`src/qam_pkg.sv`:
```
`default_nettype none

package qam_pkg;

   // register bank geometry
   localparam int REG_WORDS = 256;
   typedef logic [7:0]  reg_addr_t;
   typedef logic [15:0] reg_data_t;

   // register map
   localparam reg_addr_t REG_CTRL      = 8'h00;   // start bit and symbol count
   localparam reg_addr_t REG_STATUS    = 8'h01;   // symbols sent in last block
   localparam reg_addr_t REG_DATA_BASE = 8'h10;   // first data word
   localparam int CTRL_START = 15;
   localparam int CTRL_CNT_W = 5;                 // count field is bits 4:0

   // spi frame, 1 rw + 8 addr + 16 data + 7 trailing
   localparam int FRAME_BITS      = 32;
   localparam int FRAME_ADDR_BITS = 8;
   localparam int FRAME_DATA_BITS = 16;
   typedef logic [$clog2(FRAME_BITS)-1:0] frame_cnt_t;
   // down counter values, sampled before the edge they act on
   localparam frame_cnt_t FRAME_CNT_LOAD  = frame_cnt_t'(FRAME_BITS - 1);
   localparam frame_cnt_t FRAME_CNT_ADDR  = frame_cnt_t'(FRAME_BITS - 1 - FRAME_ADDR_BITS);
   localparam frame_cnt_t FRAME_CNT_WRITE = frame_cnt_t'(FRAME_BITS - 1 - FRAME_ADDR_BITS
                                                         - FRAME_DATA_BITS);
   // two cycles of bank latency before the read window opens
   localparam frame_cnt_t FRAME_CNT_MISO_OFF = frame_cnt_t'(FRAME_BITS - 3 - FRAME_ADDR_BITS
                                                            - FRAME_DATA_BITS);
   localparam frame_cnt_t FRAME_CNT_END   = frame_cnt_t'(1);

   // symbol output flow control
   localparam int QAM_CREDITS = 4;
   typedef logic [$clog2(QAM_CREDITS+1)-1:0] credit_t;

   typedef logic signed [3:0] qam_level_t;        // +-1 +-3 +-5 +-7

   typedef enum logic [2:0] {SPI_IDLE, SPI_RW, SPI_ADDR, SPI_READ, SPI_WRITE} spi_state_t;
   typedef enum logic [2:0] {MAP_POLL, MAP_FETCH, MAP_EMIT, MAP_STATUS, MAP_CLEAR} map_state_t;

endpackage

`default_nettype wire
```
`src/reg_bus_if.sv`:
```
`timescale 1ns/10ps
`default_nettype none

interface reg_bus_if;

   // client side
   logic               req;    // held until gnt
   logic               we;     // 1 write, 0 read
   qam_pkg::reg_addr_t addr;
   qam_pkg::reg_data_t wdata;

   // bank side
   logic               gnt;    // same cycle as req
   qam_pkg::reg_data_t rdata;
   logic               rvalid; // one cycle after a read grant

   modport client (
      output req, we, addr, wdata,
      input  gnt, rdata, rvalid
   );

   modport bank (
      input  req, we, addr, wdata,
      output gnt, rdata, rvalid
   );

endinterface

`default_nettype wire

```
`src/qam64_mapper.sv`:
```
`timescale 1ns/10ps
`default_nettype none

module qam64_mapper (
   input  wire                 SCLK,
   input  wire                 rst_n,
   input  wire                 sym_credit,
   output logic                sym_valid,
   output qam_pkg::qam_level_t sym_i,
   output qam_pkg::qam_level_t sym_q,
   reg_bus_if.client           bus
);

   qam_pkg::map_state_t              state;
   qam_pkg::credit_t                 credits;
   logic [qam_pkg::CTRL_CNT_W-1:0]   sym_cnt;   // N from REG_CTRL
   logic [qam_pkg::CTRL_CNT_W-1:0]   sym_idx;   // next word in the block
   logic [5:0]                       word;      // low six bits of fetched word
   logic                             rd_wait;   // read granted, data next cycle
   logic                             emit;

   // gray code to amplitude, same table for I and Q
   function automatic qam_pkg::qam_level_t gray_level(input logic [2:0] code);
      case (code)
         3'b000:  return -4'sd7;
         3'b001:  return -4'sd5;
         3'b011:  return -4'sd3;
         3'b010:  return -4'sd1;
         3'b110:  return 4'sd1;
         3'b111:  return 4'sd3;
         3'b101:  return 4'sd5;
         default: return 4'sd7;   // 100
      endcase
   endfunction

   assign emit = (state == qam_pkg::MAP_EMIT) && (credits != '0);

   // credit return and emit may coincide
   always_ff @(posedge SCLK or negedge rst_n) begin
      if (!rst_n) begin
         credits <= qam_pkg::credit_t'(qam_pkg::QAM_CREDITS);
      end else begin
         case ({sym_credit, emit})
            2'b10:   credits <= credits + 1'b1;
            2'b01:   credits <= credits - 1'b1;
            default: credits <= credits;
         endcase
      end
   end

   always_ff @(posedge SCLK or negedge rst_n) begin
      if (!rst_n) begin
         state     <= qam_pkg::MAP_POLL;
         sym_cnt   <= '0;
         sym_idx   <= '0;
         word      <= '0;
         rd_wait   <= 1'b0;
         bus.req   <= 1'b0;
         bus.we    <= 1'b0;
         bus.addr  <= '0;
         bus.wdata <= '0;
      end else begin
         if (bus.req && bus.gnt) begin
            bus.req <= 1'b0;
            rd_wait <= !bus.we;                    // writes need no return
         end
         if (bus.rvalid) begin
            rd_wait <= 1'b0;
         end

         case (state)
            qam_pkg::MAP_POLL: begin
               if (!bus.req && !rd_wait) begin     // keep reading REG_CTRL
                  bus.req  <= 1'b1;
                  bus.we   <= 1'b0;
                  bus.addr <= qam_pkg::REG_CTRL;
               end
               if (bus.rvalid && bus.rdata[qam_pkg::CTRL_START]) begin
                  sym_cnt <= bus.rdata[qam_pkg::CTRL_CNT_W-1:0];
                  sym_idx <= '0;
                  state   <= qam_pkg::MAP_FETCH;
               end
            end

            qam_pkg::MAP_FETCH: begin
               if (sym_idx == sym_cnt) begin
                  state <= qam_pkg::MAP_STATUS;    // block done
               end else if (!bus.req && !rd_wait) begin
                  bus.req  <= 1'b1;
                  bus.we   <= 1'b0;
                  bus.addr <= qam_pkg::REG_DATA_BASE + qam_pkg::reg_addr_t'(sym_idx);
               end
               if (bus.rvalid) begin
                  word  <= bus.rdata[5:0];
                  state <= qam_pkg::MAP_EMIT;
               end
            end

            qam_pkg::MAP_EMIT: begin
               if (emit) begin                     // stalls here with no credit
                  sym_idx <= sym_idx + 1'b1;
                  state   <= qam_pkg::MAP_FETCH;
               end
            end

            qam_pkg::MAP_STATUS: begin
               if (!bus.req) begin
                  bus.req   <= 1'b1;
                  bus.we    <= 1'b1;
                  bus.addr  <= qam_pkg::REG_STATUS;
                  bus.wdata <= qam_pkg::reg_data_t'(sym_cnt);
               end else if (bus.gnt) begin
                  state <= qam_pkg::MAP_CLEAR;
               end
            end

            qam_pkg::MAP_CLEAR: begin
               if (!bus.req) begin
                  bus.req   <= 1'b1;
                  bus.we    <= 1'b1;
                  bus.addr  <= qam_pkg::REG_CTRL;
                  bus.wdata <= '0;                 // drops start and count
               end else if (bus.gnt) begin
                  state <= qam_pkg::MAP_POLL;
               end
            end

            default: begin
               state <= qam_pkg::MAP_POLL;
            end
         endcase
      end
   end

   always_ff @(posedge SCLK or negedge rst_n) begin
      if (!rst_n) begin
         sym_valid <= 1'b0;
      end else begin
         sym_valid <= emit;                        // one cycle per symbol
      end
   end

   // bits 5:3 select I and bits 2:0 select Q
   always_ff @(posedge SCLK) begin
      if (emit) begin
         sym_i <= gray_level(word[5:3]);
         sym_q <= gray_level(word[2:0]);
      end
   end

   // an underflow would wrap and also land above the limit
   a_credit_range : assert property (
      @(posedge SCLK) disable iff (!rst_n)
      credits <= qam_pkg::credit_t'(qam_pkg::QAM_CREDITS)
   ) else $error("credit counter out of range");

endmodule

`default_nettype wire

```
`src/flat_wrapper.sv`:
```
// flat-port wrapper written by rule: the top's interface ports become plain ports
module qam64_mapper_flat 
  (SCLK, rst_n, sym_credit, sym_valid, sym_i, sym_q, bus_req, bus_we, bus_addr, bus_wdata, bus_gnt, bus_rdata, bus_rvalid);
  reg_bus_if bus_i ();
  input  wire SCLK;
  input  wire rst_n;
  input  wire sym_credit;
  output logic sym_valid;
  output qam_pkg::qam_level_t sym_i;
  output qam_pkg::qam_level_t sym_q;
  output wire logic [$bits(bus_i.req)-1:0] bus_req;
  output wire logic [$bits(bus_i.we)-1:0] bus_we;
  output wire logic [$bits(bus_i.addr)-1:0] bus_addr;
  output wire logic [$bits(bus_i.wdata)-1:0] bus_wdata;
  input wire logic [$bits(bus_i.gnt)-1:0] bus_gnt;
  input wire logic [$bits(bus_i.rdata)-1:0] bus_rdata;
  input wire logic [$bits(bus_i.rvalid)-1:0] bus_rvalid;
  assign bus_req = bus_i.req;
  assign bus_we = bus_i.we;
  assign bus_addr = bus_i.addr;
  assign bus_wdata = bus_i.wdata;
  assign bus_i.gnt = bus_gnt;
  assign bus_i.rdata = bus_rdata;
  assign bus_i.rvalid = bus_rvalid;
  qam64_mapper u_core (.SCLK(SCLK), .rst_n(rst_n), .sym_credit(sym_credit), .sym_valid(sym_valid), .sym_i(sym_i), .sym_q(sym_q), .bus(bus_i));
endmodule
```
`config.mk`:
```
export PLATFORM = sky130hd
export DESIGN_NAME = qam64_mapper_flat
export DESIGN_NICKNAME = d
export VERILOG_FILES = /design/src/qam_pkg.sv /design/src/reg_bus_if.sv /design/src/qam64_mapper.sv /design/src/flat_wrapper.sv
export SDC_FILE = /design/constraint.sdc
export NUM_CORES = 1
export LEC_CHECK = 0
export BUFFER_PORTS_ARGS = -buffer_cell sky130_fd_sc_hd__buf_2
export CORE_ASPECT_RATIO = 1.25
export CORE_MARGIN = 10
export CORE_UTILIZATION = 50
export CTS_CLUSTER_DIAMETER = 30
export DETAILED_ROUTE_END_ITERATION = 16
export GPL_TIMING_DRIVEN = 0
export PLACE_DENSITY = 0.8
export SLEW_MARGIN = 10
export SYNTH_ARGS = -nofsm -noshare
export SYNTH_HDL_FRONTEND = slang
export SYNTH_SLANG_ARGS = --single-unit
```
`constraint.sdc`:
```
create_clock -name SCLK -period 4.1 [get_ports SCLK]
set_input_delay 0.205 -clock SCLK [delete_from_list [all_inputs] [get_ports SCLK]]
set_output_delay 0.205 -clock SCLK [all_outputs]
set_load 0.02 [all_outputs]
```
---- Word level (Yosys, flattened, before mapping) ----
Cells that the tools add are included.
word-level totals
  output and inout bits ................... 35
  register bits ........................... 58
  input bits .............................. 21
cells by class
  multiplexer cells ....................... 35
  add/subtract/negate cells ............... 4
  reduce and logical (&&, ||, !) cells .... 25
  eq/ne operators ......................... 32
operators by type and width
  operator               number
  $pmux W4 S7            2
  $mux W8                5
  $mux W16               2
  $pmux W16 S2           1
  $pmux W8 S4            1
  $mux W3                8
  $eq A3 B3 Y1 const B   7
  $eq A3 B2 Y1 const B   6
  $pmux W3 S5            1
  $ne A2 B1 Y1 const B   6
  $ne A2 B2 Y1 const B   6
  $mux W5                2
  $pmux W5 S2            1
  $eq A3 B1 Y1 const B   3
  $logic_not A3 Y1       3
  $mux W1                9
  $reduce_and A3 Y1      3
  $reduce_bool A2 Y1     4
  $reduce_and A7 Y1      1
  $add A5 B5 Y6 const A  1
  $pmux W1 S3            2
  $pmux W3 S2            1
  $reduce_and A6 Y1      1
  $reduce_bool A3 Y1     2
  other kinds (12)       18

---- Logic depth before layout (Yosys ltp) ----
Gate-level depths: netlist of run 1.
  depth in word-level cells ............... 5
  mapped depth ............................ 8

---- Least setup slack after synthesis of run 1 ----
OpenSTA, ideal clock, no wires.
  kind .................................... reg-to-reg
  start point ............................. register u_core.state[0]
  end point ............................... register u_core.credits[2]
  stages on the path, launching flop included .. 9
  buffers on the path ..................... 1
  arrival time ............................ 2,152 ps
  slack ................................... 1,874 ps
  required time ........................... 4,025 ps
  library setup time ...................... 75 ps
  clock period less this slack ............ 2,226 ps
  path through ............................ dfrtp_1 > buf_2 > nor3_2 > ha_1 > inv_1 > fa_1 > xor2_1 > nor2_1 > xor2_1
between the ends
  word-level cells in the longest chain between the ends .. 4
RTL lines
  what                                               RTL line            source
  start, declared                                    qam64_mapper.sv:14  qam_pkg::map_state_t state;
  start signal, assigned                             qam64_mapper.sv:53  state <= qam_pkg::MAP_POLL;
  start signal, assigned                             qam64_mapper.sv:81  state <= qam_pkg::MAP_FETCH;
  start signal, assigned                             qam64_mapper.sv:87  state <= qam_pkg::MAP_STATUS;
  $eq A3 B2 Y1 *                                     qam64_mapper.sv:36  assign emit = (state == qam_pkg::MAP_EMIT) && (credits != '0);
  $logic_and A1 B1 Y1 *                              qam64_mapper.sv:36
  via u_core.emit                                    qam64_mapper.sv:20  logic emit;
  $eq A2 B1 Y1 or $eq A2 B2 Y1 (tied branches)       qam64_mapper.sv:43  case ({sym_credit, emit})
  $pmux W3 S2 or $reduce_bool A2 Y1 (tied branches)  -
  end signal, assigned                               qam64_mapper.sv:44  2'b10: credits <= credits + 1'b1;
  end signal, assigned                               qam64_mapper.sv:45  2'b01: credits <= credits - 1'b1;
  end signal, assigned                               qam64_mapper.sv:46  default: credits <= credits;
  end, declared                                      qam64_mapper.sv:15  qam_pkg::credit_t credits;
Mark *: on every way through the listed nets, which the timed path passes. The rest lies on a longest branch.
A chain may end at the register's enable or synchronous reset.

---- Final worst setup path of run 1 ----
Same ends and word-level chain as after synthesis.

==> impl_metrics.py, run 1 <==
metrics = {
    "critical_path": {
        "crit_required_ns": 4.32,
        "critPathLaunchType": "register",
        "critPathTopFamily": "simple AND/OR/NAND/NOR gates",
        "cp_data_arrival_time_ns": 2.89,
        "worstPathMaxFanout": 11,
        "worst-path-buf-inv": 2,
        "r2r-end": "u_core.credits[2]",
        "crit_top_cell": "xor2_1",
        "critPathSlowestCell": "nor3_2",
        "r2r_start": "u_core.state[0]",
        "crit_path_end_kind": "register",
        "cpPeakStageDelay_ns": 0.78,
        "reg2regPathDepth": 8,
        "critPathKind": "reg2reg",
        "r2r_setup_slack_ns": 1.43,
        "cp_cell_sequence": "buf_2 > nor3_2 > ha_1 > inv_1 > fa_1 > xor2_1 > nor2_1 > xor2_1",
    },
    "timing": {
        "fin_setup_tns_ns": 0,
        "rsz0062_at_grt": "false",
        "fin_crit_sh_pct": 65.0,
        "fmax_mhz": 375,
        "slew_headroom_pct": 37.7,
        "report.final.slew_viol_count": 0,
        "finalCriticalPeriod_ns": 2.67,
        "fin_skew_ns": 0.00414,
        "worstMarginPinSlew_ns": 0.929,
        "finalHoldViolCount": 15,
        "holdWs_ns": -0.00790,
        "setup_violations": 0,
    },
    "die": {
        "die_area_mm2": 0.00724,
        "rows": 26,
        "die_h_um": 92.7,
        "boundaryPins": 56,
        "start_util_pct": 51.6,
        "core_region_area_mm2": 0.00410,
        "fp.dieW_um": 78.2,
    },
    "route": {
        "drt-vias-per-instance": 4.89,
        "routedWlPerCell_um": 14.0,
        "drt_iter0_drc": 89,
        "wl_met1_um": 1720,
        "dr_total_vias": 1442,
        "wl_met3_um": 274,
        "wl_met2_um": 2070,
        "top_layer_used": "met4",
        "final_antenna_net_count": 0,
        "drc": 0,
        "firstDrtPassIters": 4,
        "routed_wl_um": 4140,
    },
    "cells_and_area": {
        "post-route-util_pct": 61.5,
        "finalNonFillerCells": 295,
        "final_nets": 262,
        "drive_gt1_share_pct": 31.8,
        "multiInputGateArea_um2": 885,
        "fill_cells": 366,
        "area_growth_pct": 19.2,
        "antenna_cells": 0,
        "seq_area_mm2": 0.00111,
    },
    "power": {
        "power_density_mw_per_mm2": 842,
        "clock_power_share_pct": 18.2,
        "p_sw_share_pct": 39.1,
        "total_leakage_power_nw": 1.22,
        "p_switching_mw": 0.829,
        "seqPwrFrac_pct": 38.6,
        "power_frac_comb_pct": 43.2,
        "max-vdd-ir-drop_v": 0.000403,
        "internal-power_mw": 1.29,
    },
    "outcome": {
        "status": "finished with violations",
        "violations": "negative hold slack",
    },
    "cts": {
        "cts-resized-gates": 0,
        "cts_hold_buf": 0,
        "cts_tree": "yes",
        "post-cts-setup-buffers": 0,
        "h-tree-depth": 2,
        "path_clk_slew_ns": 0.08,
        "cts_sinks": 43,
        "worstSkewPairLatency_ns": 0.30,
        "clock_path_buffers": 2,
        "root_buffer": "clkbuf_8",
        "cts_buffers": 5,
    },
    "synth": {
        "syn-cell-area_mm2": 0.00211,
        "synth_edf_count": 6,
        "avgSynthCellArea_um2": 11.3,
        "postSynthCellCount": 187,
        "async_flop_share_pct": 86.0,
        "yosysWarningCount": 0,
        "yosys_register_bits": 43,
        "synth_seq_area_share_pct": 52.4,
        "synth_ff_type": "dfrtp_1",
        "ys_types": 43,
    },
    "placed_design": {
        "globalplace.congestion": 0.890,
        "place_hpwl_um": 3140,
        "dp.cells": 287,
        "io_buffers": 31,
    },
    "global_route": {
        "gr-total-overflow": 0,
        "grt_pass1_wl_um": 6840,
        "grt_pass1_vias": 1458,
        "grt_max_degree": 38,
        "grtUsageTotal_pct": 11.8,
        "antenna_found_initial": 0,
    },
    "min_path": {
        "hp-class": "in2async",
    },
    "job": {
        "drv_cap": 0,
    },
}
==> synth_stat cells (2+ instances only) <==
cell type | instances | share of area (%)
and3_1 | 2 | 0.59
o22ai_1 | 6 | 1.8
clkbuf_1 | 2 | 0.36
edfxtp_1 | 6 | 8.5
a211oi_1 | 2 | 0.71
nand2_1 | 15 | 2.7
nor2_1 | 12 | 2.1
xnor2_1 | 6 | 2.5
buf_4 | 15 | 5.3
a21oi_1 | 9 | 2.1
conb_1 | 2 | 0.36
nand3_1 | 2 | 0.47
nor3_1 | 3 | 0.71
or3_1 | 3 | 0.89
a22o_1 | 6 | 2.5
o21ai_0 | 2 | 0.47
inv_1 | 8 | 1.4
dfrtp_1 | 36 | 43
mux2_2 | 11 | 5.9
buf_2 | 4 | 0.95
ha_1 | 2 | 1.2
xor2_1 | 8 | 3.3
and2_0 | 2 | 0.59
nand2b_1 | 4 | 1.2
==> power groups by stage <==
stage	Clock [mW]	Sequential [mW]	Combinational, mW
2_1_floorplan	0	0.898	0.607
3_3_place_gp	0	0.822	0.895
3_5_place_dp	0	0.826	0.925
4_1_cts	0.395	0.820	0.929
5_1_grt	0.412	0.845	1.02
6_report	0.386	0.819	0.916
==> registers in the layout, summed over array words and instances (netlist names), 3 cells and up <==
register / cells
u_core.state: 3
u_core.sym_q: 3
u_core.sym_cnt: 5
u_core.bus.wdata: 5
u_core.sym_i: 3
u_core.sym_idx: 5
u_core.bus.addr: 6
u_core.credits: 3
u_core.word: 6
==> layer usage <==
| layer | vias up | track usage, % |
|---|---|---|
| met1 | 691 | 13.1 |
| met3 | 4 | 4.93 |
| met5 | - | 0 |
| met2 | 30 | 19.2 |
| li1 | 717 | - |
| met4 | 0 | 5.39 |
==> kinds of logic (layout without fill, tap and decap cells) <==
family	Yosys count	after routing	synth area share, %
and+or+nand+nor	51	51	12.3
DFF	43	43	52.4
AOI/OAI and AO/OA	32	32	11.9
buffers and inverters	29	68	8.05
xor gates and xnor gates	14	14	5.80
muxes	13	13	7.05
adders and majority gates	3	3	2.13
other	2	15	0.355
==> worst max path at each step <==
stage	start	endpoint	slack, ns	depth (start not counted)
2_1_floorplan	u_core.state[0]	u_core.credits[2]	1.87	8
3_3_place_gp	u_core.state[0]	u_core.credits[2]	1.51	8
3_5_place_dp	u_core.state[0]	u_core.credits[2]	1.45	8
4_1_cts	u_core.state[0]	u_core.credits[2]	1.40	8
5_1_grt	u_core.state[0]	u_core.credits[2]	1.22	8
6_report	u_core.state[0]	u_core.credits[2]	1.43	8
==> cells in the final DEF (no fill, tap or decap), types with 2 or more instances in the layout <==
| cell type | count |
|---|---|
| a211oi_1 | 2 |
| a21oi_1 | 9 |
| a22o_1 | 6 |
| and2_0 | 2 |
| and3_1 | 2 |
| buf_2 | 35 |
| buf_4 | 15 |
| bufinv_16 | 2 |
| clkbuf_1 | 3 |
| clkbuf_8 | 5 |
| conb_1 | 15 |
| dfrtp_1 | 36 |
| edfxtp_1 | 6 |
| ha_1 | 2 |
| inv_1 | 8 |
| mux2_2 | 11 |
| nand2_1 | 15 |
| nand2b_1 | 4 |
| nand3_1 | 2 |
| nor2_1 | 12 |
| nor3_1 | 3 |
| o21ai_0 | 2 |
| o22ai_1 | 6 |
| or3_1 | 3 |
| xnor2_1 | 6 |
| xor2_1 | 8 |
==> metrics by stage <==
stage,power [mW],area (um2),setup slack [ns]
floorplan,1.50,2160,1.87
global placement,1.72,2390,1.51
detailed placement,1.75,2390,1.45
CTS,2.14,2520,1.40
global route,2.28,2520,1.22
finish,2.12,2520,1.43
==> area by class of cell <==
class | count | area share (%)
multi-input cells | 128 | 35.1
inverters | 8 | 1.19
clock buffers | 6 | 2.88
well taps | 56 | 2.78
repair buffers | 31 | 6.16
plain buffers | 21 | 5.56
flip-flops and latches | 43 | 43.9
clock inverters | 2 | 2.38
Note: power is estimated with default switching activity, not from simulation.
==> run 2: changes to the inputs <==
Settings changed: CORE_UTILIZATION 50 to 47, PLACE_DENSITY 0.8 to 0.79.
Clock period 4.1 ns to 2.4 ns, I/O delays scaled along.
==> run 2 against run 1 <==
The flow now finishes without violations. Hold slack improved by 0.035 ns. Register-to-register slack got worse by 1.1 ns. Highest routed layer unchanged. Final area fell by 0.70%. Sequential power rose by 71%. Critical path type unchanged. Clock power rose by 19%.
==> impl_metrics.py, run 2 (synthesis results as in run 1) <==
metrics = {
    "outcome": {
        "status": "finished, final reports clean",
    },
    "timing": {
        "rsz0062_at_grt": "false",
        "finalCriticalPeriod_ns": 2.09,
        "holdWs_ns": 0.0267,
        "setup_violations": 0,
        "fmax_mhz": 480,
        "finalHoldViolCount": 0,
        "slew_headroom_pct": 46.1,
        "fin_skew_ns": 0.00980,
        "report.final.slew_viol_count": 0,
        "fin_crit_sh_pct": 86.9,
        "worstMarginPinSlew_ns": 0.809,
    },
    "critical_path": {
        "worst-path-buf-inv": 1,
        "crit_required_ns": 2.63,
        "cpPeakStageDelay_ns": 0.45,
        "critPathKind": "reg2reg",
        "critPathLaunchType": "register",
        "critPathTopFamily": "simple AND/OR/NAND/NOR gates",
        "worstPathMaxFanout": 6,
        "cp_cell_sequence": "nand2b_1 > nor3_4 > ha_1 > inv_1 > fa_1 > xor2_1 > nor2_1 > xor2_1",
        "critPathSlowestCell": "dfrtp_1",
        "crit_top_cell": "xor2_1",
        "crit_path_end_kind": "register",
        "cp_data_arrival_time_ns": 2.31,
    },
    "route": {
        "routedWlPerCell_um": 14.4,
        "drt-vias-per-instance": 4.90,
        "final_antenna_net_count": 0,
        "dr_total_vias": 1466,
        "routed_wl_um": 4300,
        "drc": 0,
        "firstDrtPassIters": 4,
        "drt_iter0_drc": 75,
    },
    "global_route": {
        "grt_pass1_wl_um": 7050,
        "grt_max_degree": 38,
        "grtUsageTotal_pct": 11.7,
        "gr-total-overflow": 0,
        "grt_pass1_vias": 1504,
        "antenna_found_initial": 0,
    },
    "die": {
        "die_h_um": 95.0,
        "fp.dieW_um": 80.0,
        "rows": 27,
        "boundaryPins": 56,
        "core_region_area_mm2": 0.00439,
        "die_area_mm2": 0.00760,
        "start_util_pct": 48.1,
    },
    "cells_and_area": {
        "antenna_cells": 0,
        "final_nets": 264,
        "finalNonFillerCells": 299,
        "drive_gt1_share_pct": 32.4,
        "top_regs": "u_core.bus.addr: 6 flops, u_core.word: 6 flops",
        "area_growth_pct": 18.4,
        "fin_area_mm2": 0.00250,
        "final_cell_mix": "dfrtp_1, buf_2, buf_4",
        "final_common_cell": "dfrtp_1",
    },
    "power": {
        "total_leakage_power_nw": 1.20,
        "power_density_mw_per_mm2": 1380,
        "max-vdd-ir-drop_v": 0.000530,
    },
    "job": {
        "drv_cap": 0,
    },
    "placed_design": {
        "placed_cell_area_mm2": 0.00239,
        "globalplace.congestion": 0.867,
        "place_hpwl_um": 3170,
        "io_buffers": 31,
        "dp.cells": 289,
    },
    "cts": {
        "cts_sinks": 43,
        "clock_path_buffers": 2,
        "cts_buffers": 5,
        "root_buffer": "clkbuf_8",
        "h-tree-depth": 2,
        "cts_tree": "yes",
        "worstSkewPairLatency_ns": 0.30,
        "path_clk_slew_ns": 0.09,
    },
    "min_path": {
        "hp-class": "in2reg",
    },
}
==> run 2: cell types whose count changed in the layout (fill, tap and decap cells not counted) <==
cell / previous run / this run
bufinv_16: 2 / 0
nor3_2: 1 / 0
clkinvlp_4: 0 / 2
nor3_4: 0 / 1
clkbuf_1: 3 / 2
dlygate4sd3_1: 0 / 1
clkinv_2: 0 / 1
buf_4: 15 / 16
==> run 2: area by class of cell <==
| type | instances | area (um2) |
|---|---|---|
| Timing Repair Buffer | 33 | 173 |
| Clock inverter | 3 | 20.0 |
| Multi-Input combinational cell | 128 | 891 |
| Buffer | 21 | 140 |
| Tap cell | 58 | 72.6 |
| Sequential cell | 43 | 1110 |
| Clock buffer | 5 | 68.8 |
| Inverter | 8 | 30.0 |
| Fill cell | 401 | 1890 |
==> run 2: timing repair <==
item	CTS	global route
endpoints found under the setup margin	2	0
hold buffers	1	0
endpoints found under the hold margin	36	0
gates resized for setup	1	0
setup buffers	1	0
==> run 2: worst register-to-register path: cells and delay by family, from the launching register on <==
family                     cells  cell delay [ns]
and+or+nand+nor                3             0.59
adders and majority gates      2             0.59
DFF                            1             0.45
xor gates and xnor gates       2             0.32
buffers and inverters          1             0.06
==> run 2: metal layers <==
metal  wire [um]  track usage (%)  up-vias  share of wire, %
met3         354             4.28        9               8.2
met4         121             6.47        0               2.8
li1            -                -      716                 -
met1        1740             12.8      697                41
met2        2080             19.4       44                48
met5           0                0        -                 0
==> run 2: power breakdown <==
| group | total [mW] | internal (mW) | switching [mW] | leakage, nW |
|---|---|---|---|---|
| Clock | 0.459 | 0.202 | 0.257 | 0.0402 |
| Sequential | 1.40 | 1.12 | 0.283 | 0.514 |
| Combinational | 1.60 | 0.686 | 0.913 | 0.645 |
==> run 2: path summary, 6_finish.rpt <==
check	from	slack [ns]	depth (start not counted)	end
setup / recovery	u_core.state[2]	0.31	8	u_core.credits[2]
hold / removal	bus_rvalid	0.03	2	u_core.rd_wait
setup reg to reg	u_core.state[2]	0.31	8	u_core.credits[2]
hold reg to reg	u_core.bus.we	0.49	1	u_core.rd_wait
max in group asynchronous	rst_n	1.44	2	u_core.sym_cnt[4]
min in group asynchronous	rst_n	0.44	2	u_core.bus.addr[5]
==> run 2: metrics by stage <==
| step | setup slack (ns) | utilization [%] | setup TNS, ns | power (mW) |
|---|---|---|---|---|
| after floorplan | 0.174 | - | 0 | 2.57 |
| after global placement | -0.161 | 54.4 | -0.161 | 2.94 |
| after detailed placement | -0.292 | 54.4 | -0.353 | 2.99 |
| after CTS | 0.311 | 57.0 | 0 | 3.49 |
| after global routing | 0.158 | 57.0 | 0 | 3.72 |
| final | 0.315 | 57.0 | 0 | 3.46 |
==> run 3: changes to the inputs <==
Settings changed: ABC_AREA from default to 1.
Clock period 2.4 ns to 1.7 ns, I/O delays scaled along.
==> run 3 against run 2 <==
Fmax is 20% higher. Non-clock buffer count is 3 higher. The run now ends with negative setup slack left. Final area is 6.4% higher. Die area is 2.5% higher. Clock skew is 0.0045 ns lower. Critical endpoint unchanged. Critical path depth is 2 higher. Hold slack worse by 0.0038 ns. Combinational power is 54% higher. First-iteration DRC count is 64% higher. Routed wire length is 4.7% higher.
==> impl_metrics.py, run 3 <==
metrics = {
    "timing": {
        "fin_skew_ns": 0.00526,
        "finalCriticalPeriod_ns": 1.73,
        "setup_violations": 1,
        "worstMarginPinSlew_ns": 0.801,
        "fin_crit_sh_pct": 102,
        "fin_setup_tns_ns": -0.0309,
        "holdWs_ns": 0.0229,
        "rsz0062_at_grt": "true",
        "final.setup.worst_slack_ns": -0.0309,
        "report.final.slew_viol_count": 0,
        "fmax_mhz": 578,
        "slew_headroom_pct": 46.6,
        "finalHoldViolCount": 0,
    },
    "cells_and_area": {
        "final_cell_mix": "nand2_1, dfrtp_1, buf_2",
        "area_growth_pct": 22.0,
        "post-route-util_pct": 59.7,
        "multiInputGateArea_um2": 921,
        "final_nets": 327,
        "final_common_cell": "nand2_1",
        "drive_gt1_share_pct": 32.2,
        "finalNonFillerCells": 362,
        "fill_cells": 385,
        "fin_area_mm2": 0.00266,
        "antenna_cells": 0,
        "top_regs": "u_core.bus.addr: 6 flops, u_core.word: 6 flops",
        "seq_area_mm2": 0.00111,
    },
    "route": {
        "drc": 0,
        "drt_iter0_drc": 123,
        "routed_wl_um": 4510,
        "final_antenna_net_count": 0,
        "drt-vias-per-instance": 4.78,
        "dr_total_vias": 1730,
        "routedWlPerCell_um": 12.4,
        "firstDrtPassIters": 4,
    },
    "synth": {
        "avgSynthCellArea_um2": 8.98,
        "yosys_register_bits": 43,
        "async_flop_share_pct": 86.0,
        "yosysTopAreaCell": "dfrtp_1",
        "synth_area_leaders": "dfrtp_1, nand2_1, edfxtp_1",
        "yosysWarningCount": 0,
        "synth_edf_count": 6,
        "synth_ff_type": "dfrtp_1",
        "yosysMostFrequentCell": "nand2_1",
        "synth_seq_area_share_pct": 50.7,
        "syn-cell-area_mm2": 0.00218,
        "ys_top_cells_by_count": "nand2_1, dfrtp_1, inv_1",
        "ys_types": 33,
        "postSynthCellCount": 243,
        "yosys.area.top_type_share_pct": 41.3,
    },
    "power": {
        "power_density_mw_per_mm2": 1840,
        "p_switching_mw": 2.22,
        "clock_power_share_pct": 13.0,
        "p_sw_share_pct": 45.3,
        "power_frac_comb_pct": 50.3,
        "max-vdd-ir-drop_v": 0.000580,
        "internal-power_mw": 2.68,
        "total_leakage_power_nw": 1.38,
        "power.total_mw": 4.90,
        "seqPwrFrac_pct": 36.7,
    },
    "placed_design": {
        "place_hpwl_um": 3430,
        "io_buffers": 31,
        "pre_cts_ws_ns": -0.366,
        "dp.cells": 345,
        "placed_cell_area_mm2": 0.00248,
        "globalplace.congestion": 0.874,
    },
    "critical_path": {
        "crit_path_end_kind": "register",
        "r2r_setup_slack_ns": -0.03,
        "critPathLaunchType": "register",
        "worstPathMaxFanout": 3,
        "critPathKind": "reg2reg",
        "cp_data_arrival_time_ns": 1.97,
        "crit_required_ns": 1.94,
    },
    "global_route": {
        "grt_pass1_vias": 1643,
        "grtUsageTotal_pct": 12.2,
        "grt_pass1_wl_um": 7380,
        "grt_max_degree": 38,
        "antenna_found_initial": 0,
        "gr-total-overflow": 0,
    },
    "cts": {
        "cts_buffers": 5,
        "path_clk_slew_ns": 0.08,
        "h-tree-depth": 2,
        "cts_tree": "yes",
        "worstSkewPairLatency_ns": 0.30,
        "clock_path_buffers": 2,
        "root_buffer": "clkbuf_8",
        "cts_sinks": 43,
    },
    "die": {
        "core_region_area_mm2": 0.00446,
        "start_util_pct": 48.9,
        "die_area_mm2": 0.00779,
        "die_h_um": 96.2,
        "boundaryPins": 56,
        "rows": 27,
        "fp.dieW_um": 80.9,
    },
    "outcome": {
        "status": "finished with violations",
        "violations": "negative setup slack",
    },
    "job": {
        "drv_cap": 0,
    },
    "min_path": {
        "hp-class": "in2reg",
    },
}
[run 3: layer usage]
layer / global-route usage (%) / vias to the layer above / wire length [um]
li1: - / 874 / -
met2: 21.4 / 43 / 2300
met1: 12.8 / 805 / 1800
met3: 3.54 / 8 / 295
met4: 6.65 / 0 / 110
met5: 0 / - / 0
[run 3: area by class of cell]
| cell class | count | share of cell area (%) |
|---|---|---|
| buffer | 17 | 4.79 |
| clock buffer | 6 | 2.73 |
| tap | 58 | 2.73 |
| clock inverter | 2 | 0.470 |
| inverter | 31 | 4.65 |
| multi-input combinational | 165 | 34.6 |
| timing repair buffer | 40 | 8.46 |
| sequential | 43 | 41.6 |
[run 3: path summary, 6_finish.rpt]
path                                     from                  to  cells after the start
setup / recovery            u_core.credits[2]   u_core.credits[2]                     10
hold / removal                   bus_rdata[5]      u_core.word[5]                      3
setup reg to reg            u_core.credits[2]   u_core.credits[2]                     10
hold reg to reg            u_core.bus.addr[5]  u_core.bus.addr[5]                      2
max in group asynchronous               rst_n      u_core.bus.req                      2
min in group asynchronous               rst_n      u_core.word[5]                      2
[run 3: repair_timing]
action,in CTS,in global routing
buffers inserted,6,2
endpoints found under the setup margin,2,2
hold buffers,1,0
cloned,0,0
pin swaps,2,0
endpoints found under the hold margin,36,0
gates resized for setup,9,3
[run 3: worst max-delay path, stage by stage (launching register included)]
cell and delay, ns:
dfstp_2 0.53, inv_2 0.04, nand3_2 0.08, nand2_2 0.09, inv_4 0.07, ha_4 0.12, inv_2 0.04, fa_2 0.34
a21oi_2 0.12, o21ai_1 0.08, xor2_1 0.14
[run 3: logic make-up (layout without fill, tap and decap cells)]
logic type               after synthesis  after routing  synth area share (%)
other                                  2             15                 0.344
AND/OR/NAND/NOR                      111            111                  25.5
adder cells (fa/ha/maj)                3              3                  2.06
buffers and inverters                 48             96                  11.3
AO/OA/AOI/OAI                         28             28                  6.88
flip-flops                            43             43                  50.7
XOR/XNOR                               8              8                  3.21
[run 3: power by group through the flow]
| stage | Combinational (mW) | Clock (mW) | Sequential (mW) |
|---|---|---|---|
| floorplan | 1.58 | 0 | 1.94 |
| global placement | 2.19 | 0 | 1.78 |
| finish | 2.46 | 0.636 | 1.80 |
| detailed placement | 2.26 | 0 | 1.80 |
| CTS | 2.42 | 0.646 | 1.79 |
| global route | 2.75 | 0.687 | 1.85 |
